--- src/irq_perturb_pkg.sv ---
package irq_perturb_pkg;

    //////////////////////////////////////////////////
    // Widths and lane count
    //////////////////////////////////////////////////

    // Number of independent interrupt lanes
    localparam int NUM_LANES  = 4;
    // Lane select bits in the config address
    localparam int LANE_W     = 2;
    // Field select bits in the config address
    localparam int FIELD_W    = 3;
    localparam int CFG_ADDR_W = LANE_W + FIELD_W;
    localparam int CFG_DATA_W = 32;
    localparam int IRQ_ID_W   = 5;
    localparam int CYCLES_W   = 16;
    localparam int PC_W       = 32;
    localparam int LFSR_W     = 32;

    // Typed vectors
    typedef logic [IRQ_ID_W-1:0]   irq_id_t;
    typedef logic [CYCLES_W-1:0]   cycles_t;
    typedef logic [PC_W-1:0]       pc_t;
    typedef logic [CFG_ADDR_W-1:0] cfg_addr_t;
    typedef logic [CFG_DATA_W-1:0] cfg_data_t;
    typedef logic [LANE_W-1:0]     lane_idx_t;
    typedef logic [FIELD_W-1:0]    field_t;

    // Lane operating mode, written through FIELD_MODE
    typedef enum logic [1:0] {
        LANE_OFF     = 2'd0,
        LANE_RANDOM  = 2'd1,
        LANE_PC_TRIG = 2'd2
    } lane_mode_e;

    // Lane FSM states
    typedef enum logic [2:0] {
        ST_IDLE  = 3'd0,
        ST_COUNT = 3'd1,
        ST_REQ   = 3'd2,
        ST_COOL  = 3'd3,
        ST_DONE  = 3'd4
    } lane_state_e;

    //////////////////////////////////////////////////
    // Config field codes, low bits of the address
    //////////////////////////////////////////////////

    localparam field_t FIELD_MODE    = 3'd0;
    localparam field_t FIELD_MIN_CYC = 3'd1;
    localparam field_t FIELD_MAX_CYC = 3'd2;
    localparam field_t FIELD_MIN_ID  = 3'd3;
    localparam field_t FIELD_MAX_ID  = 3'd4;
    localparam field_t FIELD_PC_TRIG = 3'd5;
    // Only decoded on lane 0, bit 0 selects perturb mode
    localparam field_t FIELD_GLOBAL  = 3'd6;

    // Base seed, every lane mixes in its own index
    localparam logic [LFSR_W-1:0] LFSR_SEED = 32'hACE1_2468;

endpackage
--- src/irq_perturb_top.sv ---
`timescale 1ns/1ps

module irq_perturb_top (
    input  logic                       clk_i,
    input  logic                       rst_ni,
    input  logic                       irq_i,
    input  irq_perturb_pkg::irq_id_t   irq_id_i,
    input  logic                       irq_ack_i,
    input  irq_perturb_pkg::pc_t       pc_i,
    input  logic                       cfg_we_i,
    input  irq_perturb_pkg::cfg_addr_t cfg_addr_i,
    input  irq_perturb_pkg::cfg_data_t cfg_wdata_i,
    output logic                       irq_o,
    output irq_perturb_pkg::irq_id_t   irq_id_o,
    output logic                       irq_ack_o,
    output irq_perturb_pkg::irq_id_t   irq_act_id_o,
    output logic                       irq_id_we_o
);

    import irq_perturb_pkg::*;

    // Config to lanes
    logic                 perturb;
    logic [NUM_LANES-1:0] rearm;
    lane_mode_e           mode    [NUM_LANES];
    cycles_t              min_cyc [NUM_LANES];
    cycles_t              max_cyc [NUM_LANES];
    irq_id_t              min_id  [NUM_LANES];
    irq_id_t              max_id  [NUM_LANES];
    pc_t                  pc_trig [NUM_LANES];

    // Lanes to arbiter
    logic [NUM_LANES-1:0] lane_req;
    logic [NUM_LANES-1:0] lane_ack;
    irq_id_t              lane_id [NUM_LANES];

    // Arbiter core side
    logic                 arb_irq;
    irq_id_t              arb_id;
    logic                 arb_ack;

    irq_perturb_cfg u_cfg (
        .clk_i, .rst_ni, .cfg_we_i, .cfg_addr_i, .cfg_wdata_i,
        .perturb_o(perturb), .rearm_o(rearm), .mode_o(mode),
        .min_cyc_o(min_cyc), .max_cyc_o(max_cyc),
        .min_id_o(min_id), .max_id_o(max_id), .pc_trig_o(pc_trig)
    );

    for (genvar i = 0; i < NUM_LANES; i++)
    begin : g_lane
        irq_lane #(.LANE_IDX(i)) u_lane (
            .clk_i, .rst_ni, .rearm_i(rearm[i]), .mode_i(mode[i]),
            .min_cyc_i(min_cyc[i]), .max_cyc_i(max_cyc[i]),
            .min_id_i(min_id[i]), .max_id_i(max_id[i]),
            .pc_trig_i(pc_trig[i]), .pc_i, .ack_i(lane_ack[i]),
            .req_o(lane_req[i]), .id_o(lane_id[i])
        );
    end

    // Core ack reaches the arbiter only in perturb mode
    assign arb_ack = perturb && irq_ack_i;

    irq_arbiter u_arb (
        .clk_i, .rst_ni, .req_i(lane_req), .id_i(lane_id), .irq_ack_i(arb_ack),
        .ack_o(lane_ack), .irq_o(arb_irq), .irq_id_o(arb_id),
        .irq_act_id_o, .irq_id_we_o
    );

    // Bypass passes the platform straight through
    assign irq_o     = perturb ? arb_irq : irq_i;
    assign irq_id_o  = perturb ? arb_id  : irq_id_i;
    assign irq_ack_o = perturb ? 1'b0    : irq_ack_i;

endmodule

--- src/irq_arbiter.sv ---
`timescale 1ns/1ps

module irq_arbiter (
    input  logic                                  clk_i,
    input  logic                                  rst_ni,
    input  logic [irq_perturb_pkg::NUM_LANES-1:0] req_i,
    input  irq_perturb_pkg::irq_id_t              id_i [irq_perturb_pkg::NUM_LANES],
    input  logic                                  irq_ack_i,
    output logic [irq_perturb_pkg::NUM_LANES-1:0] ack_o,
    output logic                                  irq_o,
    output irq_perturb_pkg::irq_id_t              irq_id_o,
    output irq_perturb_pkg::irq_id_t              irq_act_id_o,
    output logic                                  irq_id_we_o
);

    import irq_perturb_pkg::*;

    // Open grant and the lane it belongs to
    logic                 grant_q;
    lane_idx_t            sel_q;
    irq_id_t              irq_id_q;
    logic [NUM_LANES-1:0] ack_q;
    logic                 we_q;
    irq_id_t              act_id_q;

    // Lowest pending lane
    logic                 pend_any;
    lane_idx_t            pend_idx;
    logic                 start_grant;
    logic                 take_ack;

    //////////////////////////////////////////////////
    // Fixed priority with lane 0 first
    //////////////////////////////////////////////////

    always_comb
    begin
        pend_any = 1'b0;
        pend_idx = '0;
        // Walk down so the lowest index wins
        for (int l = NUM_LANES - 1; l >= 0; l--)
        begin
            if (req_i[l])
            begin
                pend_any = 1'b1;
                pend_idx = lane_idx_t'(l);
            end
        end
    end

    // Acked lane still shows req during the ack cycle
    assign start_grant = !grant_q && (ack_q == '0) && pend_any;
    assign take_ack    = grant_q && irq_ack_i;

    always_ff @(posedge clk_i or negedge rst_ni)
    begin
        if (!rst_ni)
        begin
            grant_q <= 1'b0;
            sel_q   <= '0;
            ack_q   <= '0;
            we_q    <= 1'b0;
        end
        else
        begin
            ack_q <= '0;
            we_q  <= 1'b0;
            if (start_grant)
            begin
                grant_q <= 1'b1;
                sel_q   <= pend_idx;
            end
            else if (take_ack)
            begin
                // Close the grant and pulse ack with the ID report
                grant_q      <= 1'b0;
                ack_q[sel_q] <= 1'b1;
                we_q         <= 1'b1;
            end
        end
    end

    always_ff @(posedge clk_i)
    begin
        if (start_grant)
            irq_id_q <= id_i[pend_idx];
        if (take_ack)
            act_id_q <= irq_id_q;
    end

    assign irq_o        = grant_q;
    assign irq_id_o     = irq_id_q;
    assign ack_o        = ack_q;
    assign irq_act_id_o = act_id_q;
    assign irq_id_we_o  = we_q;

    // Acked lane still holds its request in the ack cycle
    a_ack_on_req : assert property (@(posedge clk_i) disable iff (!rst_ni)
        (ack_o != '0) |-> ((ack_o & req_i) == ack_o));

    // Granted lane keeps requesting while the core request is up
    a_grant_req : assert property (@(posedge clk_i) disable iff (!rst_ni)
        irq_o |-> req_i[sel_q]);

endmodule

--- src/irq_lane.sv ---
`timescale 1ns/1ps

module irq_lane #(
    parameter int LANE_IDX = 0
) (
    input  logic                        clk_i,
    input  logic                        rst_ni,
    input  logic                        rearm_i,
    input  irq_perturb_pkg::lane_mode_e mode_i,
    input  irq_perturb_pkg::cycles_t    min_cyc_i,
    input  irq_perturb_pkg::cycles_t    max_cyc_i,
    input  irq_perturb_pkg::irq_id_t    min_id_i,
    input  irq_perturb_pkg::irq_id_t    max_id_i,
    input  irq_perturb_pkg::pc_t        pc_trig_i,
    input  irq_perturb_pkg::pc_t        pc_i,
    input  logic                        ack_i,
    output logic                        req_o,
    output irq_perturb_pkg::irq_id_t    id_o
);

    import irq_perturb_pkg::*;

    // Per-lane seed, never zero for the lane count in use
    localparam logic [LFSR_W-1:0] SEED = LFSR_SEED ^ {4{8'(LANE_IDX) * 8'h35}};

    lane_state_e       state_q, state_d;
    logic              req_q, req_d;
    logic [LFSR_W-1:0] lfsr_q;
    logic              lfsr_fb;
    cycles_t           cnt_q, cnt_d;
    irq_id_t           id_q, id_d;

    // Range reduction
    logic [CYCLES_W:0] span_cyc;
    logic [CYCLES_W:0] cyc_off;
    cycles_t           span_id;
    cycles_t           id_off;
    cycles_t           new_delay;
    irq_id_t           new_id;

    //////////////////////////////////////////////////
    // Free-running Fibonacci LFSR
    //////////////////////////////////////////////////

    // Taps 32, 22, 2, 1
    assign lfsr_fb = lfsr_q[31] ^ lfsr_q[21] ^ lfsr_q[1] ^ lfsr_q[0];

    // Delay from low half, ID from high half
    always_comb
    begin
        if (max_cyc_i < min_cyc_i)
            span_cyc = (CYCLES_W+1)'(1);
        else
            span_cyc = {1'b0, max_cyc_i} - {1'b0, min_cyc_i} + (CYCLES_W+1)'(1);

        if (max_id_i < min_id_i)
            span_id = cycles_t'(1);
        else
            span_id = cycles_t'(max_id_i) - cycles_t'(min_id_i) + cycles_t'(1);

        cyc_off   = {1'b0, lfsr_q[CYCLES_W-1:0]} % span_cyc;
        id_off    = lfsr_q[LFSR_W-1 -: CYCLES_W] % span_id;
        new_delay = min_cyc_i + cyc_off[CYCLES_W-1:0];
        new_id    = min_id_i + id_off[IRQ_ID_W-1:0];
    end

    //////////////////////////////////////////////////
    // Lane FSM
    //////////////////////////////////////////////////

    always_comb
    begin
        state_d = state_q;
        req_d   = req_q;
        cnt_d   = cnt_q;
        id_d    = id_q;

        if (rearm_i)
        begin
            // New mode, start over
            state_d = ST_IDLE;
            req_d   = 1'b0;
        end
        else
        begin
            unique case (state_q)
                ST_IDLE:
                begin
                    if (mode_i == LANE_RANDOM)
                    begin
                        cnt_d   = new_delay;
                        id_d    = new_id;
                        state_d = ST_COUNT;
                    end
                    else if (mode_i == LANE_PC_TRIG && pc_i == pc_trig_i)
                    begin
                        // PC hit, request with the low ID
                        id_d    = min_id_i;
                        req_d   = 1'b1;
                        state_d = ST_REQ;
                    end
                end
                ST_COUNT:
                begin
                    if (cnt_q <= cycles_t'(1))
                    begin
                        req_d   = 1'b1;
                        state_d = ST_REQ;
                    end
                    else
                    begin
                        cnt_d = cnt_q - cycles_t'(1);
                    end
                end
                ST_REQ:
                begin
                    // Request and ID held until the arbiter acks
                    if (ack_i)
                    begin
                        req_d = 1'b0;
                        if (mode_i == LANE_RANDOM)
                        begin
                            cnt_d   = max_cyc_i;
                            state_d = ST_COOL;
                        end
                        else
                        begin
                            state_d = ST_DONE;
                        end
                    end
                end
                ST_COOL:
                begin
                    if (cnt_q <= cycles_t'(1))
                        state_d = ST_IDLE;
                    else
                        cnt_d = cnt_q - cycles_t'(1);
                end
                // PC trigger fired once, wait for rearm
                ST_DONE: ;
                default: state_d = ST_IDLE;
            endcase
        end
    end

    always_ff @(posedge clk_i or negedge rst_ni)
    begin
        if (!rst_ni)
        begin
            state_q <= ST_IDLE;
            req_q   <= 1'b0;
            lfsr_q  <= SEED;
        end
        else
        begin
            state_q <= state_d;
            req_q   <= req_d;
            lfsr_q  <= {lfsr_q[LFSR_W-2:0], lfsr_fb};
        end
    end

    always_ff @(posedge clk_i)
    begin
        cnt_q <= cnt_d;
        id_q  <= id_d;
    end

    assign req_o = req_q;
    assign id_o  = id_q;

    // Request stays up with a steady ID until acked or rearmed
    a_req_hold : assert property (@(posedge clk_i) disable iff (!rst_ni)
        (req_o && !ack_i && !rearm_i) |=> (req_o && $stable(id_o)));

    // Random IDs land inside the configured window
    a_id_range : assert property (@(posedge clk_i) disable iff (!rst_ni)
        (req_o && mode_i == LANE_RANDOM && min_id_i <= max_id_i)
        |-> (id_o >= min_id_i && id_o <= max_id_i));

endmodule

--- src/irq_perturb_cfg.sv ---
`timescale 1ns/1ps

module irq_perturb_cfg (
    input  logic                                 clk_i,
    input  logic                                 rst_ni,
    input  logic                                 cfg_we_i,
    input  irq_perturb_pkg::cfg_addr_t           cfg_addr_i,
    input  irq_perturb_pkg::cfg_data_t           cfg_wdata_i,
    output logic                                 perturb_o,
    output logic [irq_perturb_pkg::NUM_LANES-1:0] rearm_o,
    output irq_perturb_pkg::lane_mode_e          mode_o    [irq_perturb_pkg::NUM_LANES],
    output irq_perturb_pkg::cycles_t             min_cyc_o [irq_perturb_pkg::NUM_LANES],
    output irq_perturb_pkg::cycles_t             max_cyc_o [irq_perturb_pkg::NUM_LANES],
    output irq_perturb_pkg::irq_id_t             min_id_o  [irq_perturb_pkg::NUM_LANES],
    output irq_perturb_pkg::irq_id_t             max_id_o  [irq_perturb_pkg::NUM_LANES],
    output irq_perturb_pkg::pc_t                 pc_trig_o [irq_perturb_pkg::NUM_LANES]
);

    import irq_perturb_pkg::*;

    // Address split into lane and field
    lane_idx_t  lane_sel;
    field_t     field_sel;

    // Register bank
    logic       perturb_q;
    lane_mode_e mode_q    [NUM_LANES];
    cycles_t    min_cyc_q [NUM_LANES];
    cycles_t    max_cyc_q [NUM_LANES];
    irq_id_t    min_id_q  [NUM_LANES];
    irq_id_t    max_id_q  [NUM_LANES];
    pc_t        pc_trig_q [NUM_LANES];

    assign lane_sel  = cfg_addr_i[CFG_ADDR_W-1 -: LANE_W];
    assign field_sel = cfg_addr_i[FIELD_W-1:0];

    //////////////////////////////////////////////////
    // Write decode
    //////////////////////////////////////////////////

    always_ff @(posedge clk_i or negedge rst_ni)
    begin
        if (!rst_ni)
        begin
            // Bypass with all lanes off
            perturb_q <= 1'b0;
            for (int l = 0; l < NUM_LANES; l++)
            begin
                mode_q[l]    <= LANE_OFF;
                min_cyc_q[l] <= '0;
                max_cyc_q[l] <= '0;
                min_id_q[l]  <= '0;
                max_id_q[l]  <= '0;
                pc_trig_q[l] <= '0;
            end
        end
        else if (cfg_we_i)
        begin
            unique case (field_sel)
                FIELD_MODE:    mode_q[lane_sel]    <= lane_mode_e'(cfg_wdata_i[1:0]);
                FIELD_MIN_CYC: min_cyc_q[lane_sel] <= cfg_wdata_i[CYCLES_W-1:0];
                FIELD_MAX_CYC: max_cyc_q[lane_sel] <= cfg_wdata_i[CYCLES_W-1:0];
                FIELD_MIN_ID:  min_id_q[lane_sel]  <= cfg_wdata_i[IRQ_ID_W-1:0];
                FIELD_MAX_ID:  max_id_q[lane_sel]  <= cfg_wdata_i[IRQ_ID_W-1:0];
                FIELD_PC_TRIG: pc_trig_q[lane_sel] <= cfg_wdata_i[PC_W-1:0];
                FIELD_GLOBAL:
                begin
                    // Global control lives on lane 0 only
                    if (lane_sel == '0)
                    begin
                        perturb_q <= cfg_wdata_i[0];
                    end
                end
                default: ;
            endcase
        end
    end

    // Mode write restarts the lane on the same edge
    always_comb
    begin
        for (int l = 0; l < NUM_LANES; l++)
        begin
            rearm_o[l] = cfg_we_i && (field_sel == FIELD_MODE) && (lane_sel == lane_idx_t'(l));
        end
    end

    assign perturb_o = perturb_q;
    assign mode_o    = mode_q;
    assign min_cyc_o = min_cyc_q;
    assign max_cyc_o = max_cyc_q;
    assign min_id_o  = min_id_q;
    assign max_id_o  = max_id_q;
    assign pc_trig_o = pc_trig_q;

    //////////////////////////////////////////////////
    // Range sanity after a max field write
    //////////////////////////////////////////////////

    for (genvar l = 0; l < NUM_LANES; l++)
    begin : g_range_chk
        // Software writes min first, then max
        a_cyc_order : assert property (@(posedge clk_i) disable iff (!rst_ni)
            (cfg_we_i && lane_sel == lane_idx_t'(l) && field_sel == FIELD_MAX_CYC)
            |=> (min_cyc_q[l] <= max_cyc_q[l]))
            else $warning("lane %0d delay range has min above max", l);

        a_id_order : assert property (@(posedge clk_i) disable iff (!rst_ni)
            (cfg_we_i && lane_sel == lane_idx_t'(l) && field_sel == FIELD_MAX_ID)
            |=> (min_id_q[l] <= max_id_q[l]))
            else $warning("lane %0d ID range has min above max", l);
    end

endmodule

--- config.mk ---
export PLATFORM = sky130hd
export DESIGN_NAME = irq_perturb_top
export DESIGN_NICKNAME = d
export VERILOG_FILES = /design/src/irq_perturb_pkg.sv /design/src/irq_perturb_top.sv /design/src/irq_arbiter.sv /design/src/irq_lane.sv /design/src/irq_perturb_cfg.sv
export SDC_FILE = /design/constraint.sdc
export NUM_CORES = 2
export LEC_CHECK = 0
export BUFFER_PORTS_ARGS = -buffer_cell sky130_fd_sc_hd__buf_4
export CORE_MARGIN = 3
export CORE_UTILIZATION = 61
export CTS_CLUSTER_DIAMETER = 100
export DETAILED_ROUTE_END_ITERATION = 8
export GPL_TIMING_DRIVEN = 0
export PLACE_DENSITY = 0.83
export SETUP_SLACK_MARGIN = 0.05
export SYNTH_ARGS = -nofsm -noshare
export SYNTH_HDL_FRONTEND = slang
export SYNTH_HIERARCHICAL = 1
export SYNTH_SLANG_ARGS = --single-unit
--- constraint.sdc ---
create_clock -name clk_i -period 36.4 [get_ports clk_i]
set_input_delay 3.64 -clock clk_i [delete_from_list [all_inputs] [get_ports clk_i]]
set_output_delay 3.64 -clock clk_i [all_outputs]
set_load 0.02 [all_outputs]
# Word level (Yosys, flattened, before mapping)
# Index checks and enable logic that the tools add are counted.
[word_totals] regBits=551 input_bits=79
[op_classes] addsub=28 div=8 mux=128 reduce_logical=63 eq_ne=81 order_cmp=17 n_bitwise=18
[ops] cell="$mux 16" n=21
[ops] cell="$pmux 16 s3" n=4
[ops] cell="$bwmux 128" n=1
[ops] cell="$bwmux 64" n=2
[ops] cell="$eq 32x32->1" n=4
[ops] cell="$mux 3" n=28
[ops] cell="$add 17x1->17 const B" n=4
[ops] cell="$mod 16x17->17" n=4
[ops] cell="$mux 17" n=4
[ops] cell="$sub 16x16->17" n=4
[ops] cell="$add 16x1->16 const B" n=4
[ops] cell="$add 16x16->16" n=4
[ops] cell="$demux 32 s2" n=1
[ops] cell="$le 16x1->1 const B" n=4
[ops] cell="$lt 16x16->1" n=4
[ops] cell="$mod 16x16->16" n=4
[ops] cell="$sub 16x1->16 const B" n=4
[ops] cell="$mux 5" n=12
[ops] cell="$pmux 3 s5" n=4
[ops] cell="$ne 3x1->1 const B" n=16
[ops] cell="$bwmux 20" n=2
[ops] cell="$reduce_and 5->1" n=8
[ops] cell="$demux 16 s2" n=1
[ops] cell="$mux 32" n=1
[ops] cell="40 further kinds" n=198

# Logic depth before layout (Yosys ltp)
[logic_depth] ltp_word=8 depth_mapped=195

# Hierarchy
# The synthesis kept the hierarchy.
[modules_own_cells] module="irq_lane at g_lane[3].u_lane" area_per_inst_um2=20756.2 cells_each=2824 n_inst=1 seq_area_each_um2=1560.2
[modules_own_cells] module="irq_lane at g_lane[1].u_lane" area_per_inst_um2=20110.5 cells_each=2703 n_inst=1 seq_area_each_um2=1550.2
[modules_own_cells] module="irq_lane at g_lane[2].u_lane" area_per_inst_um2=20108.0 cells_each=2703 n_inst=1 seq_area_each_um2=1547.7
[modules_own_cells] module="irq_lane at g_lane[0].u_lane" area_per_inst_um2=19688.9 cells_each=2644 n_inst=1 seq_area_each_um2=1547.7
[modules_own_cells] module="irq_perturb_cfg" area_per_inst_um2=11634.9 cells_each=696 n_inst=1 seq_area_each_um2=7632.3
[modules_own_cells] module="irq_arbiter" area_per_inst_um2=837.1 cells_each=72 n_inst=1 seq_area_each_um2=500.5
[modules_own_cells] module="irq_perturb_top" area_per_inst_um2=117.6 cells_each=9 n_inst=1 seq_area_each_um2=0.0

# Worst setup path before layout
# Ideal clock, no wire load.
[synth_timing] kind="reg-to-reg" startpoint="register u_cfg.min_cyc_q, in the netlist u_cfg/min_cyc_o[34]" endpoint="register g_lane[1].u_lane.cnt_q[14], data pin" n_path_buf=15 setup_slack_ns=-1.651 arrival_ns=37.773 path_stages_with_launch=185 setup_time_ns=0.278 t_required_ns=36.122 path_cell_list="dfrtp_1 -> inv_1 -> ha_1 -> inv_1 -> fa_1 -> nor2b_1 -> a221oi_1 -> o211a_1 -> clkbuf_1 -> clkbuf_1 -> clkbuf_1 -> clkbuf_1 -> nand2_1 -> ha_1 -> o21ai_0 -> nor2b_1 -> a21oi_1 -> nand2_1 -> (+149 left out) -> nor3_1 -> o21ai_0 -> clkbuf_1 -> mux2_2 -> ha_1 -> a21o_1 -> a21oi_1 -> o21ai_0 -> a21o_1 -> a21o_1 -> a21o_1 -> a21o_1 -> a21o_1 -> a21o_1 -> a21oi_1 -> o21ai_0 -> xnor2_1 -> o221ai_1"
[synth_via] elab_chain_len=7 word_cells_on_any_way=8
[synth_lines] element="from (decl)" line_no="irq_perturb_cfg.sv:28" source="cycles_t min_cyc_q [NUM_LANES];"
[synth_lines] element="from (signal, indexed assignment)" line_no="irq_perturb_cfg.sv:61" source="FIELD_MIN_CYC: min_cyc_q[lane_sel] <= cfg_wdata_i[CYCLES_W-1:0];"
[synth_lines] element="$sub 16x16->17" line_no="irq_lane.sv:54" source="span_cyc = {1'b0, max_cyc_i} - {1'b0, min_cyc_i} + (CYCLES_W+1)'(1);"
[synth_lines] element="$add 17x1->17" line_no="irq_lane.sv:54"
[synth_lines] element="$mux 17" line_no="irq_lane.sv:51" source="if (max_cyc_i < min_cyc_i)"
[synth_lines] element="$mod 16x17->17" line_no="irq_lane.sv:61" source="cyc_off = {1'b0, lfsr_q[CYCLES_W-1:0]} % span_cyc;"
[synth_lines] element="$add 16x16->16 (*)" line_no="irq_lane.sv:63" source="new_delay = min_cyc_i + cyc_off[CYCLES_W-1:0];"
[synth_lines] element="$mux 16 (*)" line_no="irq_lane.sv:89" source="if (mode_i == LANE_RANDOM)"
[synth_lines] element="$pmux 16 s3 (*)" line_no="irq_lane.sv:86" source="unique case (state_q)"
[synth_lines] element="to (signal assigned)" line_no="irq_lane.sv:164" source="cnt_q <= cnt_d;"
[synth_lines] element="to (decl)" line_no="irq_lane.sv:30" source="cycles_t cnt_q, cnt_d;"
# Mark *: on every way between the ends. The rest lies on a longest branch, timed or not. The select of a mux whose other input is x is not followed.
# A chain may end at the register's enable or synchronous reset.

# Worst setup path in the final report
[layout_timing] startpoint="register u_cfg.min_cyc_q, in the netlist u_cfg/min_cyc_o[52]" endpoint="register g_lane[0].u_lane.cnt_q[14], data pin"
[layout_via] elab_chain_len=7 word_cells_on_any_way=8
[layout_lines] element="$sub 16x16->17" line_no="irq_lane.sv:54"
[layout_lines] element="$add 17x1->17" line_no="irq_lane.sv:54"
[layout_lines] element="$mux 17" line_no="irq_lane.sv:51"
[layout_lines] element="$mod 16x17->17" line_no="irq_lane.sv:61"
[layout_lines] element="$add 16x16->16 (*)" line_no="irq_lane.sv:63"
[layout_lines] element="$mux 16 (*)" line_no="irq_lane.sv:89"
[layout_lines] element="$pmux 16 s3 (*)" line_no="irq_lane.sv:86"
[layout_lines] element="to (signal assigned)" line_no="irq_lane.sv:164"
[layout_lines] element="to (decl)" line_no="irq_lane.sv:30"
# Marks and branches as above.

==> key figures <==
Logic synthesis
  • Ys Warns: 6
  • Sequential element share of the synthesized area: 15.4%
  • Mapped Avg Cell Area: 8.00 um^2
  • Post-Synthesis Cells: 11651
  • Post-synth EDFFs: 94
  • Synthesized cell area: 93300 um^2
  • Leading area contributor after synthesis: ha_1
  • XOR/XNOR share of the synthesized area: 7.79%
  • Synth top area share: 19.3%
  • Adder and majority gate portion of the synthesized area: 20.4%
  • Syn nets: 13218
  • Dominant synthesized flop cell: dfrtp_1
  • Register bit count reported by yosys: 551
  • Synth Area in Compound Gates: 24.7%
  • Mux share of post-synthesis cell area: 7.70%
  • Largest family of logic cells by synthesized area: compound AO/OA/AOI/OAI gates
  • Yosys cell types: 139
  • Synth top area cells: ha_1, dfrtp_1, mux2_2, xnor2_1, nor2_1
  • Simple logic cell fraction of the synthesized area: 19.9%
  • Asr flop ratio synth: 82.9%

Worst setup path
  • Critical path type: register to register
  • Crit-path max cell delay: 1.29 ns
  • Most used cell, CP: o21a_1
  • CP arrival: 38.22 ns
  • CP max FO: 7
  • CP max-delay cell: nor4_2
  • Worst setup EP type: register
  • CP required: 36.81 ns
  • Worst setup SP type: register
  • R2R depth: 177

Hold path
  • Hold depth: 0
  • Hold crit path type: register to register

Floorplan
  • Core box area: 151000 um^2
  • Chip width: 397 um
  • Die footprint: 158000 um^2
  • Die height: 397 um
  • Std cell rows: 142
  • # IOs: 92
  • Initial Util: 61.8%

Global routing
  • Largest net degree at the start of global routing: 118
  • First-pass GRT wire length: 476 mm
  • Vias in the first global route: 92331
  • Initial antenna violation count: 51
  • Total gr overflow: 0
  • Overall Global Routing Usage: 36.5%

Cells and area
  • Commonest non-fill, non-tap cell in the layout: ha_1
  • Filler cell count: 10515
  • Area growth syn-to-layout: 18.6%
  • Share of layout cells above drive strength 1: 21.8%
  • Final core utilization: 73.3%
  • Final net count: 13985
  • Commonest cells after routing, fill and taps aside: ha_1, nor2_1, nand2_1
  • Multi-input gate area: 80800 um^2
  • Total area of sequential cells: 14300 um^2

STA
  • Hold Vio Cnt, Final: 0
  • Total Neg Setup Slack: -8.02 ns
  • Max Clock Freq: 26.4 MHz
  • Skew final: 0.0275 ns
  • Final setup margin: -1.41 ns
  • Fin crit period: 37.81 ns
  • Slew @ Worst Pin: 1.69 ns
  • Hold slack: 0.370 ns
  • Final setup viols: 14
  • Crit share post-route: 104%
  • Relative slew slack: -12.6%
  • Fin. max-slew vios: 38

Clock tree
  • Clock tree sinks: 551
  • CTS max path bufs: 3
  • Total CTS buffers: 71
  • Max H-tree Level: 3
  • Worst skew pair latency: 0.69 ns
  • Root buffer cell: clkbuf_16
  • CTS clock-pin slew for the worst setup and hold paths: 0.07 ns
  • CTS tree: yes

Detailed routing
  • Drt pass-1 iters: 9
  • DRC viols: 27
  • Antenna viol nets, final: 0
  • DR iter-0 viols: 11123
  • Vias post-DR: 100165
  • Total length of routed wires: 331 mm
  • Drt via density: 6.89
  • Routed wire per std cell: 22.7 um

Placement
  • Global placement routability congestion: 0.993
  • HPWL after DPL: 227 mm
  • Port Buffers: 88

Outcome
  • Failing checks: DRC, capacitance limit, slew limit, setup timing
  • Status: finished with violations

Job
  • Max-Cap Viols: 3
[final cells by class]
class,count,area share [%]
diodes,42,0.0950
plain buffers,371,2.05
clock buffers,98,1.86
clock inverters,32,0.446
inverters,605,2.09
multi-input cells,10104,73.1
flip-flops and latches,551,13.0
well taps,2016,2.28
repair buffers,714,5.14
[registers in the layout (all words and copies together) (netlist names)]
register,cells
g_lane.u_lane/cnt_q,64
g_lane.u_lane/id_o,20
g_lane.u_lane/lfsr_q,128
g_lane.u_lane/req_o,4
g_lane.u_lane/state_q,12
u_arb/ack_o,4
u_arb/irq_act_id_o,5
u_arb/irq_id_o,5
u_arb/irq_id_we_o,1
u_arb/irq_o,1
u_arb/sel_q,2
u_cfg/max_cyc_o,64
u_cfg/max_id_o,20
u_cfg/min_cyc_o,64
u_cfg/min_id_o,20
u_cfg/mode_o,8
u_cfg/pc_trig_o,128
u_cfg/perturb_o,1
[cell families (layout without fill, tap and decap cells)]
group                    Yosys count  count (layout)
multiplexers                     638             638
adder cells (fa/ha/maj)         1488            1488
buffers and inverters            997            1820
other                              4              46
AND/OR/NAND/NOR                 3787            3787
XOR/XNOR                         823             823
flip-flops                       551             551
AO/OA/AOI/OAI                   3363            3364
[layer usage]
| layer | global-route usage [%] | up-vias | wire length [um] |
|---|---|---|---|
| li1 | - | 44891 | - |
| met1 | 46.7 | 47580 | 128000 |
| met2 | 59.1 | 5957 | 147000 |
| met3 | 8.11 | 1703 | 36300 |
| met4 | 15.4 | 34 | 18800 |
| met5 | 0 | - | 227 |
[worst max-delay path, delay by kind of cell (launching register included)]
family	cells	cell delay, ns
compound gates	99	19.86
buf+inv	20	3.00
simple gates	35	7.32
fa+ha+maj	18	5.63
xor+xnor	1	0.14
flops	1	0.41
mux	4	1.05
[through the flow]
stage / setup WS, ns / cell area (um^2) / cells
2_1_floorplan: 0.0303 / 93400 / 11651
6_report: -1.41 / 111000 / 14533
5_1_grt: -2.77 / 111000 / 14500
3_5_place_dp: -8.98 / 96900 / 13770
3_3_place_gp: -8.36 / 96600 / 13755
4_1_cts: 0.0545 / 103000 / 14095
[synthesized netlist by cell type, types with 83 or more instances]
| library cell | instances |
|---|---|
| o21a_1 | 472 |
| a21oi_1 | 718 |
| nor4_1 | 91 |
| xor2_1 | 342 |
| a31oi_1 | 138 |
| nor3_1 | 575 |
| or3_1 | 162 |
| mux2_2 | 497 |
| dfrtp_1 | 393 |
| clkbuf_1 | 319 |
| ha_1 | 1436 |
| nor2_1 | 996 |
| edfxtp_1 | 94 |
| inv_1 | 601 |
| or2_2 | 110 |
| a21o_1 | 299 |
| mux2i_1 | 98 |
| nand2_1 | 872 |
| nand4_1 | 142 |
| nand2b_1 | 156 |
| nand3_1 | 218 |
| o21ai_0 | 603 |
| o31ai_1 | 83 |
| a211oi_1 | 114 |
| nor2b_1 | 125 |
| xnor2_1 | 476 |
[worst paths after layout]
check                                            start                           to  slack [ns]
max                                u_cfg/min_cyc_o[52]   g_lane[0].u_lane/cnt_q[14]       -1.41
min in group asynchronous                       rst_ni   g_lane[2].u_lane/lfsr_q[8]        2.84
min                        g_lane[3].u_lane/lfsr_q[28]  g_lane[3].u_lane/lfsr_q[29]        0.37
max in group asynchronous                       rst_ni  g_lane[3].u_lane/lfsr_q[23]       31.48
max reg2reg                        u_cfg/min_cyc_o[52]   g_lane[0].u_lane/cnt_q[14]       -1.41
min reg2reg                g_lane[3].u_lane/lfsr_q[28]  g_lane[3].u_lane/lfsr_q[29]        0.37
[timing repair]
item | CTS | global route
hold endpoints to repair | 0 | 0
cloned | 1 | 7
pin swaps | 157 | 458
gates resized for setup | 635 | 972
endpoints found under the setup margin | 77 | 84
setup buffers | 205 | 399
hold buffers | 0 | 0
Power is not shown: default switching activity piles up to over one toggle a cycle in this logic, so the estimate is an artifact.
